[src/trace_cache_config.svh]
/*
 * trace cache build constants
 *   retire group width and line count
 *   address and instruction widths
 *   usage counter limits
 */
`ifndef TRACE_CACHE_CONFIG_SVH
`define TRACE_CACHE_CONFIG_SVH

`define TC_NRETIRE 4            // instructions per retire group and per line
`define TC_NUM_LINES 8          // fully associative lines

`define TC_VA_SZ 32             // byte address width
`define TC_INSN_SZ 32           // instruction word width

// usage counter values
`define TC_USE_ALLOC 2          // floor set when a line is written
`define TC_USE_MAX 7            // saturation point

`endif

[src/trace_ctrl_pkg.sv]
/*
 * control types for the trace cache
 *   fill FSM states
 *   decay timer scale and count, cpu mode
 */
package trace_ctrl_pkg;

        typedef enum logic [1:0] {
                FILL_OFF,               // cache disabled
                FILL_RUN,               // normal fill
                FILL_CLEAR              // wiping all lines
        } fill_state_e;

        typedef logic [3:0] scale_t;
        typedef logic [8:0] decay_cnt_t;
        typedef logic [3:0] cpu_mode_t;

endpackage

[src/trace_types_pkg.sv]
/*
 * datapath types for the trace cache
 *   addresses and instruction words
 *   per-slot and per-line masks
 *   line index and usage counter
 */
`include "trace_cache_config.svh"

package trace_types_pkg;

        typedef logic [`TC_VA_SZ-1:0] va_t;
        typedef logic [`TC_INSN_SZ-1:0] insn_t;

        // one bit per slot, slot 0 in bit 0
        typedef logic [`TC_NRETIRE-1:0] slot_mask_t;

        // one bit per line
        typedef logic [`TC_NUM_LINES-1:0] line_mask_t;
        typedef logic [$clog2(`TC_NUM_LINES)-1:0] line_idx_t;

        typedef logic [2:0] use_cnt_t;  // replacement usage count

endpackage

[src/trace_cache_top.sv]
/*
 * trace cache top level
 *   retire stage, fill FSM, decay timer
 *   line store and usage/replacement control
 */
`timescale 1ns/1ns
`include "trace_cache_config.svh"

module trace_cache_top
        import trace_types_pkg::*;
        import trace_ctrl_pkg::*;
(
        input  logic                            clk,
        input  logic                            rst_n,
        input  logic                            trace_enable,
        input  logic                            invalidate,
        input  cpu_mode_t                       cpu_mode,
        input  scale_t                          trace_scale,
        input  va_t                             pc,
        input  logic                            pc_used,
        input  logic                            rename_stall,
        input  logic                            retire_valid,
        input  slot_mask_t                      retire_mask,
        input  slot_mask_t                      retire_trap,
        input  slot_mask_t                      retire_short,
        input  slot_mask_t                      retire_taken,
        input  va_t [`TC_NRETIRE-1:0]           retire_pc,
        input  va_t [`TC_NRETIRE-1:0]           retire_dest,
        input  insn_t [`TC_NRETIRE-1:0]         retire_insn,
        output logic                            trace_hit,
        output slot_mask_t                      trace_valid,
        output va_t [`TC_NRETIRE-1:0]           trace_pc,
        output insn_t [`TC_NRETIRE-1:0]         trace_insn,
        output va_t                             pc_next
);

        logic                           grp_valid;
        slot_mask_t                     grp_mask;
        va_t                            grp_tag;
        va_t                            grp_next;
        va_t [`TC_NRETIRE-1:0]          grp_pc;
        insn_t [`TC_NRETIRE-1:0]        grp_insn;
        logic                           grp_tag_hit;
        logic                           victim_ok;
        line_idx_t                      victim;
        logic                           line_write;
        line_idx_t                      write_line;
        logic                           clear_all;
        line_mask_t                     hit_lines;
        logic                           decay_tick;

        trace_retire_stage u_retire (.*);
        trace_fill_fsm u_fill (.*);
        trace_decay_timer u_decay (.*);
        trace_line_store u_store (.*);
        trace_usage_ctrl u_usage (.*);

endmodule

[src/trace_decay_timer.sv]
/*
 * usage decay timer
 *   reloadable down-counter, period set by the trace scale
 */
`timescale 1ns/1ns

module trace_decay_timer
        import trace_ctrl_pkg::*;
(
        input  logic    clk,
        input  logic    rst_n,
        input  scale_t  trace_scale,
        output logic    decay_tick
);

        scale_t         r_scale;
        decay_cnt_t     cnt;
        logic           scale_chg;

        // scale[1:0] then 4..7 ones, so 16 to 512 cycle periods
        function automatic decay_cnt_t reload_val(input scale_t s);
                case (s[3:2])
                2'b00:   reload_val = {3'b0, s[1:0], 4'hf};
                2'b01:   reload_val = {2'b0, s[1:0], 5'h1f};
                2'b10:   reload_val = {1'b0, s[1:0], 6'h3f};
                default: reload_val = {s[1:0], 7'h7f};
                endcase
        endfunction

        assign scale_chg = trace_scale != r_scale;
        assign decay_tick = cnt == '0 && !scale_chg;    // a scale change restarts silently

        always_ff @(posedge clk or negedge rst_n) begin
                if (!rst_n) begin
                        r_scale <= '0;
                        cnt <= decay_cnt_t'(9'h00f);    // matches scale 0
                end else begin
                        r_scale <= trace_scale;
                        if (cnt == '0 || scale_chg)
                                cnt <= reload_val(trace_scale);
                        else
                                cnt <= cnt - 1'b1;
                end
        end

endmodule

[src/trace_fill_fsm.sv]
/*
 * fill FSM
 *   off / run / clear sequencing from enable, invalidate and cpu mode
 *   write decision for each decoded retire group
 */
`timescale 1ns/1ns

module trace_fill_fsm
        import trace_types_pkg::*;
        import trace_ctrl_pkg::*;
(
        input  logic            clk,
        input  logic            rst_n,
        input  logic            trace_enable,
        input  logic            invalidate,
        input  cpu_mode_t       cpu_mode,
        input  logic            grp_valid,
        input  logic            grp_tag_hit,
        input  logic            victim_ok,
        input  line_idx_t       victim,
        output logic            line_write,
        output line_idx_t       write_line,
        output logic            clear_all
);

        fill_state_e    state;
        fill_state_e    state_nxt;
        cpu_mode_t      r_cpu_mode;

        always_comb begin
                if (!trace_enable)
                        state_nxt = FILL_OFF;
                else if (invalidate || cpu_mode != r_cpu_mode)  // any mode switch wipes
                        state_nxt = FILL_CLEAR;
                else
                        state_nxt = FILL_RUN;
        end

        always_ff @(posedge clk or negedge rst_n) begin
                if (!rst_n) begin
                        state <= FILL_RUN;
                        r_cpu_mode <= '0;
                end else begin
                        state <= state_nxt;
                        r_cpu_mode <= cpu_mode;
                end
        end

        // off also wipes, so valid bits stay clear while disabled
        assign clear_all = state != FILL_RUN;

        // new start pc only, and only into a free line
        assign line_write = state == FILL_RUN && grp_valid && !grp_tag_hit && victim_ok;
        assign write_line = victim;

endmodule

[src/trace_line_store.sv]
/*
 * trace line storage
 *   tag, slot mask, successor and slot data arrays
 *   associative lookup and fill tag match
 *   one-hot read mux into stall-held output registers
 */
`timescale 1ns/1ns
`include "trace_cache_config.svh"

module trace_line_store
        import trace_types_pkg::*;
(
        input  logic                            clk,
        input  logic                            rst_n,
        input  logic                            clear_all,
        input  logic                            line_write,
        input  line_idx_t                       write_line,
        input  slot_mask_t                      grp_mask,
        input  va_t                             grp_tag,
        input  va_t                             grp_next,
        input  va_t [`TC_NRETIRE-1:0]           grp_pc,
        input  insn_t [`TC_NRETIRE-1:0]         grp_insn,
        input  va_t                             pc,
        input  logic                            rename_stall,
        output logic                            grp_tag_hit,
        output line_mask_t                      hit_lines,
        output logic                            trace_hit,
        output slot_mask_t                      trace_valid,
        output va_t [`TC_NRETIRE-1:0]           trace_pc,
        output insn_t [`TC_NRETIRE-1:0]         trace_insn,
        output va_t                             pc_next
);

        slot_mask_t             r_valid [`TC_NUM_LINES];
        va_t                    r_tag [`TC_NUM_LINES];
        va_t                    r_next [`TC_NUM_LINES];
        va_t [`TC_NRETIRE-1:0]  r_pc [`TC_NUM_LINES];
        insn_t [`TC_NRETIRE-1:0] r_insn [`TC_NUM_LINES];

        line_mask_t             fill_match;
        slot_mask_t             rd_valid;
        va_t [`TC_NRETIRE-1:0]  rd_pc;
        insn_t [`TC_NRETIRE-1:0] rd_insn;
        va_t                    rd_next;

        always_ff @(posedge clk or negedge rst_n) begin
                if (!rst_n) begin
                        for (int l = 0; l < `TC_NUM_LINES; l++)
                                r_valid[l] <= '0;
                end else begin
                        for (int l = 0; l < `TC_NUM_LINES; l++) begin
                                if (clear_all)
                                        r_valid[l] <= '0;
                                else if (line_write && write_line == line_idx_t'(l))
                                        r_valid[l] <= grp_mask;
                        end
                end
        end

        always_ff @(posedge clk) begin
                if (line_write) begin
                        r_tag[write_line] <= grp_tag;
                        r_next[write_line] <= grp_next;
                        r_pc[write_line] <= grp_pc;
                        r_insn[write_line] <= grp_insn;
                end
        end

        // both matches need slot 0 valid
        always_comb begin
                for (int l = 0; l < `TC_NUM_LINES; l++) begin
                        hit_lines[l] = r_valid[l][0] && r_tag[l] == pc;
                        fill_match[l] = r_valid[l][0] && r_tag[l] == grp_tag;
                end
        end

        assign trace_hit = |hit_lines;
        assign grp_tag_hit = |fill_match;

        // at most one line matches, so an OR of gated lines is the mux
        always_comb begin
                rd_valid = '0;
                rd_pc = '0;
                rd_insn = '0;
                rd_next = '0;
                for (int l = 0; l < `TC_NUM_LINES; l++) begin
                        if (hit_lines[l]) begin
                                rd_valid = rd_valid | r_valid[l];
                                rd_pc = rd_pc | r_pc[l];
                                rd_insn = rd_insn | r_insn[l];
                                rd_next = rd_next | r_next[l];
                        end
                end
        end

        always_ff @(posedge clk or negedge rst_n) begin
                if (!rst_n)
                        trace_valid <= '0;
                else if (!rename_stall)
                        trace_valid <= rd_valid;        // zero on a miss
        end

        always_ff @(posedge clk) begin
                if (!rename_stall) begin
                        trace_pc <= rd_pc;
                        trace_insn <= rd_insn;
                        pc_next <= rd_next;
                end
        end

endmodule

[src/trace_retire_stage.sv]
/*
 * retire group stage
 *   registers each retire group
 *   trap cut of the slot mask
 *   successor pc from the last kept slot
 */
`timescale 1ns/1ns
`include "trace_cache_config.svh"

module trace_retire_stage
        import trace_types_pkg::*;
(
        input  logic                            clk,
        input  logic                            rst_n,
        input  logic                            retire_valid,
        input  slot_mask_t                      retire_mask,
        input  slot_mask_t                      retire_trap,
        input  slot_mask_t                      retire_short,
        input  slot_mask_t                      retire_taken,
        input  va_t [`TC_NRETIRE-1:0]           retire_pc,
        input  va_t [`TC_NRETIRE-1:0]           retire_dest,
        input  insn_t [`TC_NRETIRE-1:0]         retire_insn,
        output logic                            grp_valid,
        output slot_mask_t                      grp_mask,
        output va_t                             grp_tag,
        output va_t                             grp_next,
        output va_t [`TC_NRETIRE-1:0]           grp_pc,
        output insn_t [`TC_NRETIRE-1:0]         grp_insn
);

        logic           r_valid;
        slot_mask_t     r_mask;
        slot_mask_t     r_trap;
        slot_mask_t     r_short;
        slot_mask_t     r_taken;
        va_t [`TC_NRETIRE-1:0] r_dest;

        always_ff @(posedge clk or negedge rst_n) begin
                if (!rst_n)
                        r_valid <= 1'b0;
                else
                        r_valid <= retire_valid;
        end

        always_ff @(posedge clk) begin
                r_mask <= retire_mask;
                r_trap <= retire_trap;
                r_short <= retire_short;
                r_taken <= retire_taken;
                r_dest <= retire_dest;
                grp_pc <= retire_pc;
                grp_insn <= retire_insn;
        end

        // drop the first trapping slot and everything after it
        always_comb begin
                logic seen_trap;
                seen_trap = 1'b0;
                for (int i = 0; i < `TC_NRETIRE; i++) begin
                        seen_trap = seen_trap | (r_trap[i] & r_mask[i]);
                        grp_mask[i] = r_mask[i] & ~seen_trap;
                end
        end

        // kept mask is a prefix, so the highest kept slot wins
        always_comb begin
                grp_next = grp_pc[0];
                for (int i = 0; i < `TC_NRETIRE; i++) begin
                        if (grp_mask[i])
                                grp_next = r_taken[i] ? r_dest[i] :
                                        grp_pc[i] + (r_short[i] ? va_t'(2) : va_t'(4));
                end
        end

        assign grp_valid = r_valid & grp_mask[0];
        assign grp_tag = grp_pc[0];

endmodule

[src/trace_usage_ctrl.sv]
/*
 * line usage and replacement
 *   per-line usage counters with write/hit/decay priority
 *   free vector and lowest free victim
 */
`timescale 1ns/1ns
`include "trace_cache_config.svh"

module trace_usage_ctrl
        import trace_types_pkg::*;
(
        input  logic            clk,
        input  logic            rst_n,
        input  logic            clear_all,
        input  logic            line_write,
        input  line_idx_t       write_line,
        input  line_mask_t      hit_lines,
        input  logic            pc_used,
        input  logic            rename_stall,
        input  logic            decay_tick,
        output logic            victim_ok,
        output line_idx_t       victim
);

        use_cnt_t       r_use [`TC_NUM_LINES];
        line_mask_t     r_hit;          // lines behind the current trace outputs
        line_mask_t     free;

        always_ff @(posedge clk or negedge rst_n) begin
                if (!rst_n) begin
                        r_hit <= '0;
                        for (int l = 0; l < `TC_NUM_LINES; l++)
                                r_use[l] <= '0;
                end else begin
                        if (clear_all)
                                r_hit <= '0;
                        else if (!rename_stall)
                                r_hit <= hit_lines;
                        for (int l = 0; l < `TC_NUM_LINES; l++) begin
                                if (clear_all) begin
                                        r_use[l] <= '0;
                                end else if (line_write && write_line == line_idx_t'(l)) begin
                                        if (r_use[l] < use_cnt_t'(`TC_USE_ALLOC))
                                                r_use[l] <= use_cnt_t'(`TC_USE_ALLOC);
                                end else if (r_hit[l] && pc_used && !decay_tick) begin
                                        if (r_use[l] != use_cnt_t'(`TC_USE_MAX))
                                                r_use[l] <= r_use[l] + 1'b1;
                                end else if (decay_tick && r_use[l] != '0) begin
                                        r_use[l] <= r_use[l] - 1'b1;
                                end
                        end
                end
        end

        always_comb begin
                victim = '0;
                for (int l = `TC_NUM_LINES - 1; l >= 0; l--) begin
                        free[l] = r_use[l] == '0;
                        if (free[l])
                                victim = line_idx_t'(l);        // lowest index ends up last
                end
        end

        assign victim_ok = |free;

endmodule
[config.mk]
export PLATFORM = sky130hd
export DESIGN_NAME = trace_cache_top
export DESIGN_NICKNAME = d
export VERILOG_FILES = /design/src/trace_ctrl_pkg.sv /design/src/trace_types_pkg.sv /design/src/trace_cache_top.sv /design/src/trace_decay_timer.sv /design/src/trace_fill_fsm.sv /design/src/trace_line_store.sv /design/src/trace_retire_stage.sv /design/src/trace_usage_ctrl.sv
export VERILOG_INCLUDE_DIRS = /design/src
export SDC_FILE = /design/constraint.sdc
export NUM_CORES = 2
export LEC_CHECK = 0
export ABC_AREA = 1
export BUFFER_PORTS_ARGS = -buffer_cell sky130_fd_sc_hd__buf_4
export CAP_MARGIN = 30
export CORE_AREA = 4 4 670 672
export DETAILED_ROUTE_END_ITERATION = 8
export DIE_AREA = 0 0 674 676
export GPL_TIMING_DRIVEN = 0
export PLACE_DENSITY = 0.48
export REMOVE_ABC_BUFFERS = 1
export SYNTH_ARGS = -nofsm -noshare
export SYNTH_HDL_FRONTEND = slang
export SYNTH_SLANG_ARGS = --single-unit
[constraint.sdc]
create_clock -name clk -period 9.69 [get_ports clk]
set_input_delay 0.4845 -clock clk [delete_from_list [all_inputs] [get_ports clk]]
set_output_delay 0.4845 -clock clk [all_outputs]
set_load 0.03 [all_outputs]
==> out/summary.txt <==
Endpoint class of the critical path - register
Width of the die - 674 µm
Cell family with most CP delay - buffers and inverters
Max layer used - met5
Crit-path cells - clkinv_1 > o21ai_0 > nor2_1 > nand2_1 > nor2_1 > nand3_1 > nor2_1 > nor2_1 > nand2_1 > nor2_4 > nand4_1 > inv_8 > buf_16 > buf_16 > buf_16
Worst vdd ir - 0.167 mV
Power share of the sequential group - 49.8%
Max cap viols - 0
Die H - 676 µm
Final Util - 35.1%
Initial Util - 27.9%
Cell taking the most area after synthesis - edfxtp_1
Port Buf Inserts - 739
Slowest-stage cell, CP - clkinv_1
Layout overhead on the synthesized area - 25.9%
Final min period - 7.05 ns
Period utilization - 72.8%
Core Area - 0.444 mm²
Cells after synthesis - 11,000
CTS HTree Levels - 5
Hold Crit Class - in -> async
Max-slew headroom - 17.4%
Final Hold Viols - 0
Die ar. - 0.456 mm²
WL final - 510,000 µm
GRT Residual Overflow - 0
Worst path max stage delay - 1.19 ns
Clock Sinks - 3,080
Clock slew at reported path FFs - 0.06 ns
Yosys warning count - 0
Worst skew pair latency - 0.95 ns
Post CTS Setup Buffer Count - 0
Netlist cell types - 59
First-pass GRT wire length - 684,000 µm
DR vias - 87,400
Int Power - 22.9 mW
# nets final - 12,800
Largest net degree at the start of global routing - 104
ANT nets after route - 0
Initial antenna violation count - 77
GR Util All Layers - 21.6%
Fraction of registers with async set/reset - 2.86%
Cts bufs inserted - 355
Pwr/cell area - 190 mW/mm²
FF+latch area - 0.0881 mm²
Multi-input logic area - 0.0262 mm²
Max Fclk - 142 MHz
Vias in the first global route - 81,500
Most frequent cell on the critical path - nor2_1
Post-route insts no fill - 18,600
TritonRoute pass-1 iters - 7
Initial DRC count - 8,689
CP arrival - 7.59 ns
Synth top area cells - edfxtp_1, dfxtp_1, inv_1
Clock root cell - clkbuf_16
Flip-flop and latch count after synthesis - 3,080
Sw frac - 22.8%
Placed insts - 17,500
WL met1 - 216,000 µm
Clock Power Share - 45.9%
RD Place Congestion - 0.998
Slew Limit Fails - 0
Buffers & Inverters on Critical Path - 5
Comb pwr share - 4.4%
CP startpoint kind - register
Met3 wire len - 38,000 µm
Vias per cell - 4.69
Post-Syn Area per Cell - 11.3 µm²
Fillers - 43,900
Dpl hpwl - 342,000 µm
Worst-Margin Slew - 1.24 ns
WL/cell - 27.4 µm
WHS - 0.103 ns
IO Pins - 740
P_leak - 62.9 nW
DRC viols - 0
RSZ-0062 raised after global routing - no
Fin Clk Skew - 0.0610 ns
Share of cells above drive strength 1 - 12.8%
Critical Path RT - 10.22 ns
CP Max Fanout - 77
CP Class - reg -> reg
Synthesized area - 0.124 mm²
Sequential share of the synthesized area - 71.1%
Row Count - 245
Met2 wire len - 228,000 µm
Status - completed
Main synth FF type - edfxtp_1
CTS max path bufs - 4
Setup tns final - 0 ns
Final setup viols - 0
CTS tree - done
Post-synth EDFFs - 2,592
Synth top area share - 62.9%
Sw Pwr - 6.78 mW
[Yosys cell counts (all sizes together) (26+ instances only)]
master	number
nor3	86
nand2	1998
o211ai	39
nand4	167
clkbuf	137
nor2	1037
or2	26
o22ai	750
edfxtp	2592
inv	2040
a21oi	73
o21ai	671
nor4	54
xnor2	86
xor2	120
dfrtp	83
buf	247
nand3	215
dfxtp	400
[timing repair]
action                                 in CTS  in global routing
hold buffers                              415                  0
gates resized for setup                     0                  0
endpoints found under the hold margin     510                  0
[registers in the layout, indices dropped and copies added (netlist names), 96 cells and up]
name,flops
u_retire.grp_insn,128
u_retire.grp_pc,96
u_retire.r_dest,128
u_store.r_insn,1024
u_store.r_next,256
u_store.r_pc,776
u_store.r_tag,248
u_store.trace_insn,128
u_store.trace_pc,128
[logic make-up (layout without fill, tap and decap cells)]
kind of cell / Yosys count / count (layout) / synth area share, %
adders and majority gates: 25 / 25 / 0.325
and+or+nand+nor: 3614 / 3614 / 11.9
buffers and inverters: 2436 / 4099 / 7.78
xor gates and xnor gates: 206 / 206 / 1.46
DFF: 3080 / 3080 / 71.1
other: 0 / 68 / 0
AOI/OAI and AO/OA: 1591 / 1591 / 7.41
[power groups by stage]
stage / logic [mW] / registers [mW] / clock network [mW]
2_1_floorplan: 0.303 / 15.0 / 0
3_3_place_gp: 1.04 / 15.1 / 0
3_5_place_dp: 1.13 / 15.1 / 0
4_1_cts: 1.29 / 14.8 / 14.0
5_1_grt: 1.35 / 14.8 / 14.5
6_report: 1.30 / 14.8 / 13.6
[per-layer routing]
metal	vias up	global-route usage (%)
met5	-	0
met4	20	9.92
met3	1008	4.34
met2	3673	33.9
met1	43000	28.7
li1	39700	-
[path summary, 6_finish.rpt]
kind	startpoint	endpoint	slack [ns]	cells after the start
max	u_retire.grp_tag[22]$_DFF_P_	u_store.r_insn[3][96]$_DFFE_PP_	2.64	15
min reg2reg	u_decay.cnt[0]$_DFF_PN1_	u_decay.cnt[0]$_DFF_PN1_	0.45	1
max in group asynchronous	rst_n	u_store.trace_valid[0]$_DFFE_PN0N_	9.18	3
max reg2reg	u_retire.grp_tag[22]$_DFF_P_	u_store.r_insn[3][96]$_DFFE_PP_	2.64	15
min	rst_n	u_fill.state[0]$_DFF_PN1_	0.10	2
min in group clk	retire_pc[7]	u_retire.grp_tag[7]$_DFF_P_	0.17	2
[per-stage QoR]
step / worst slack [ns] / cell area [µm²] / power (mW)
2_1_floorplan: -0.292 / 122000 / 15.3
3_3_place_gp: -23.00 / 135000 / 16.2
3_5_place_dp: 2.99 / 140000 / 16.2
4_1_cts: 2.99 / 156000 / 30.0
5_1_grt: 2.73 / 156000 / 30.6
6_report: 2.64 / 156000 / 29.7
[area by class of cell]
cell class                 count  area share [%]
sequential                  3080            56.5
multi-input combinational   5436            16.8
timing repair buffer        1387            9.26
clock buffer                 501            6.40
inverter                    2052            5.00
tap                         5928            4.76
clock inverter               159            1.17
antenna                       68           0.109
[worst reg2reg max path: cells and delay by family, from the launching register on]
family,cells,cell delay (ns)
AO/OA/AOI/OAI,1,0.49
flip-flops,1,0.97
AND/OR/NAND/NOR,9,1.83
buffers and inverters,5,3.13
[placed cells by master (no fill, tap or decap), types with 161 or more instances in the layout]
cell,Yosys,routed
nor2_1,1034,1033
inv_1,2015,2009
dlygate4sd3_1,0,414
edfxtp_1,2592,2592
buf_4,19,747
o21ai_0,548,541
dfxtp_1,400,374
clkbuf_16,0,360
o22ai_1,750,750
nand3_1,215,211
nand2_1,1998,1994
nand4_1,161,161
No activity file was read; power rests on OpenSTA's default activity.
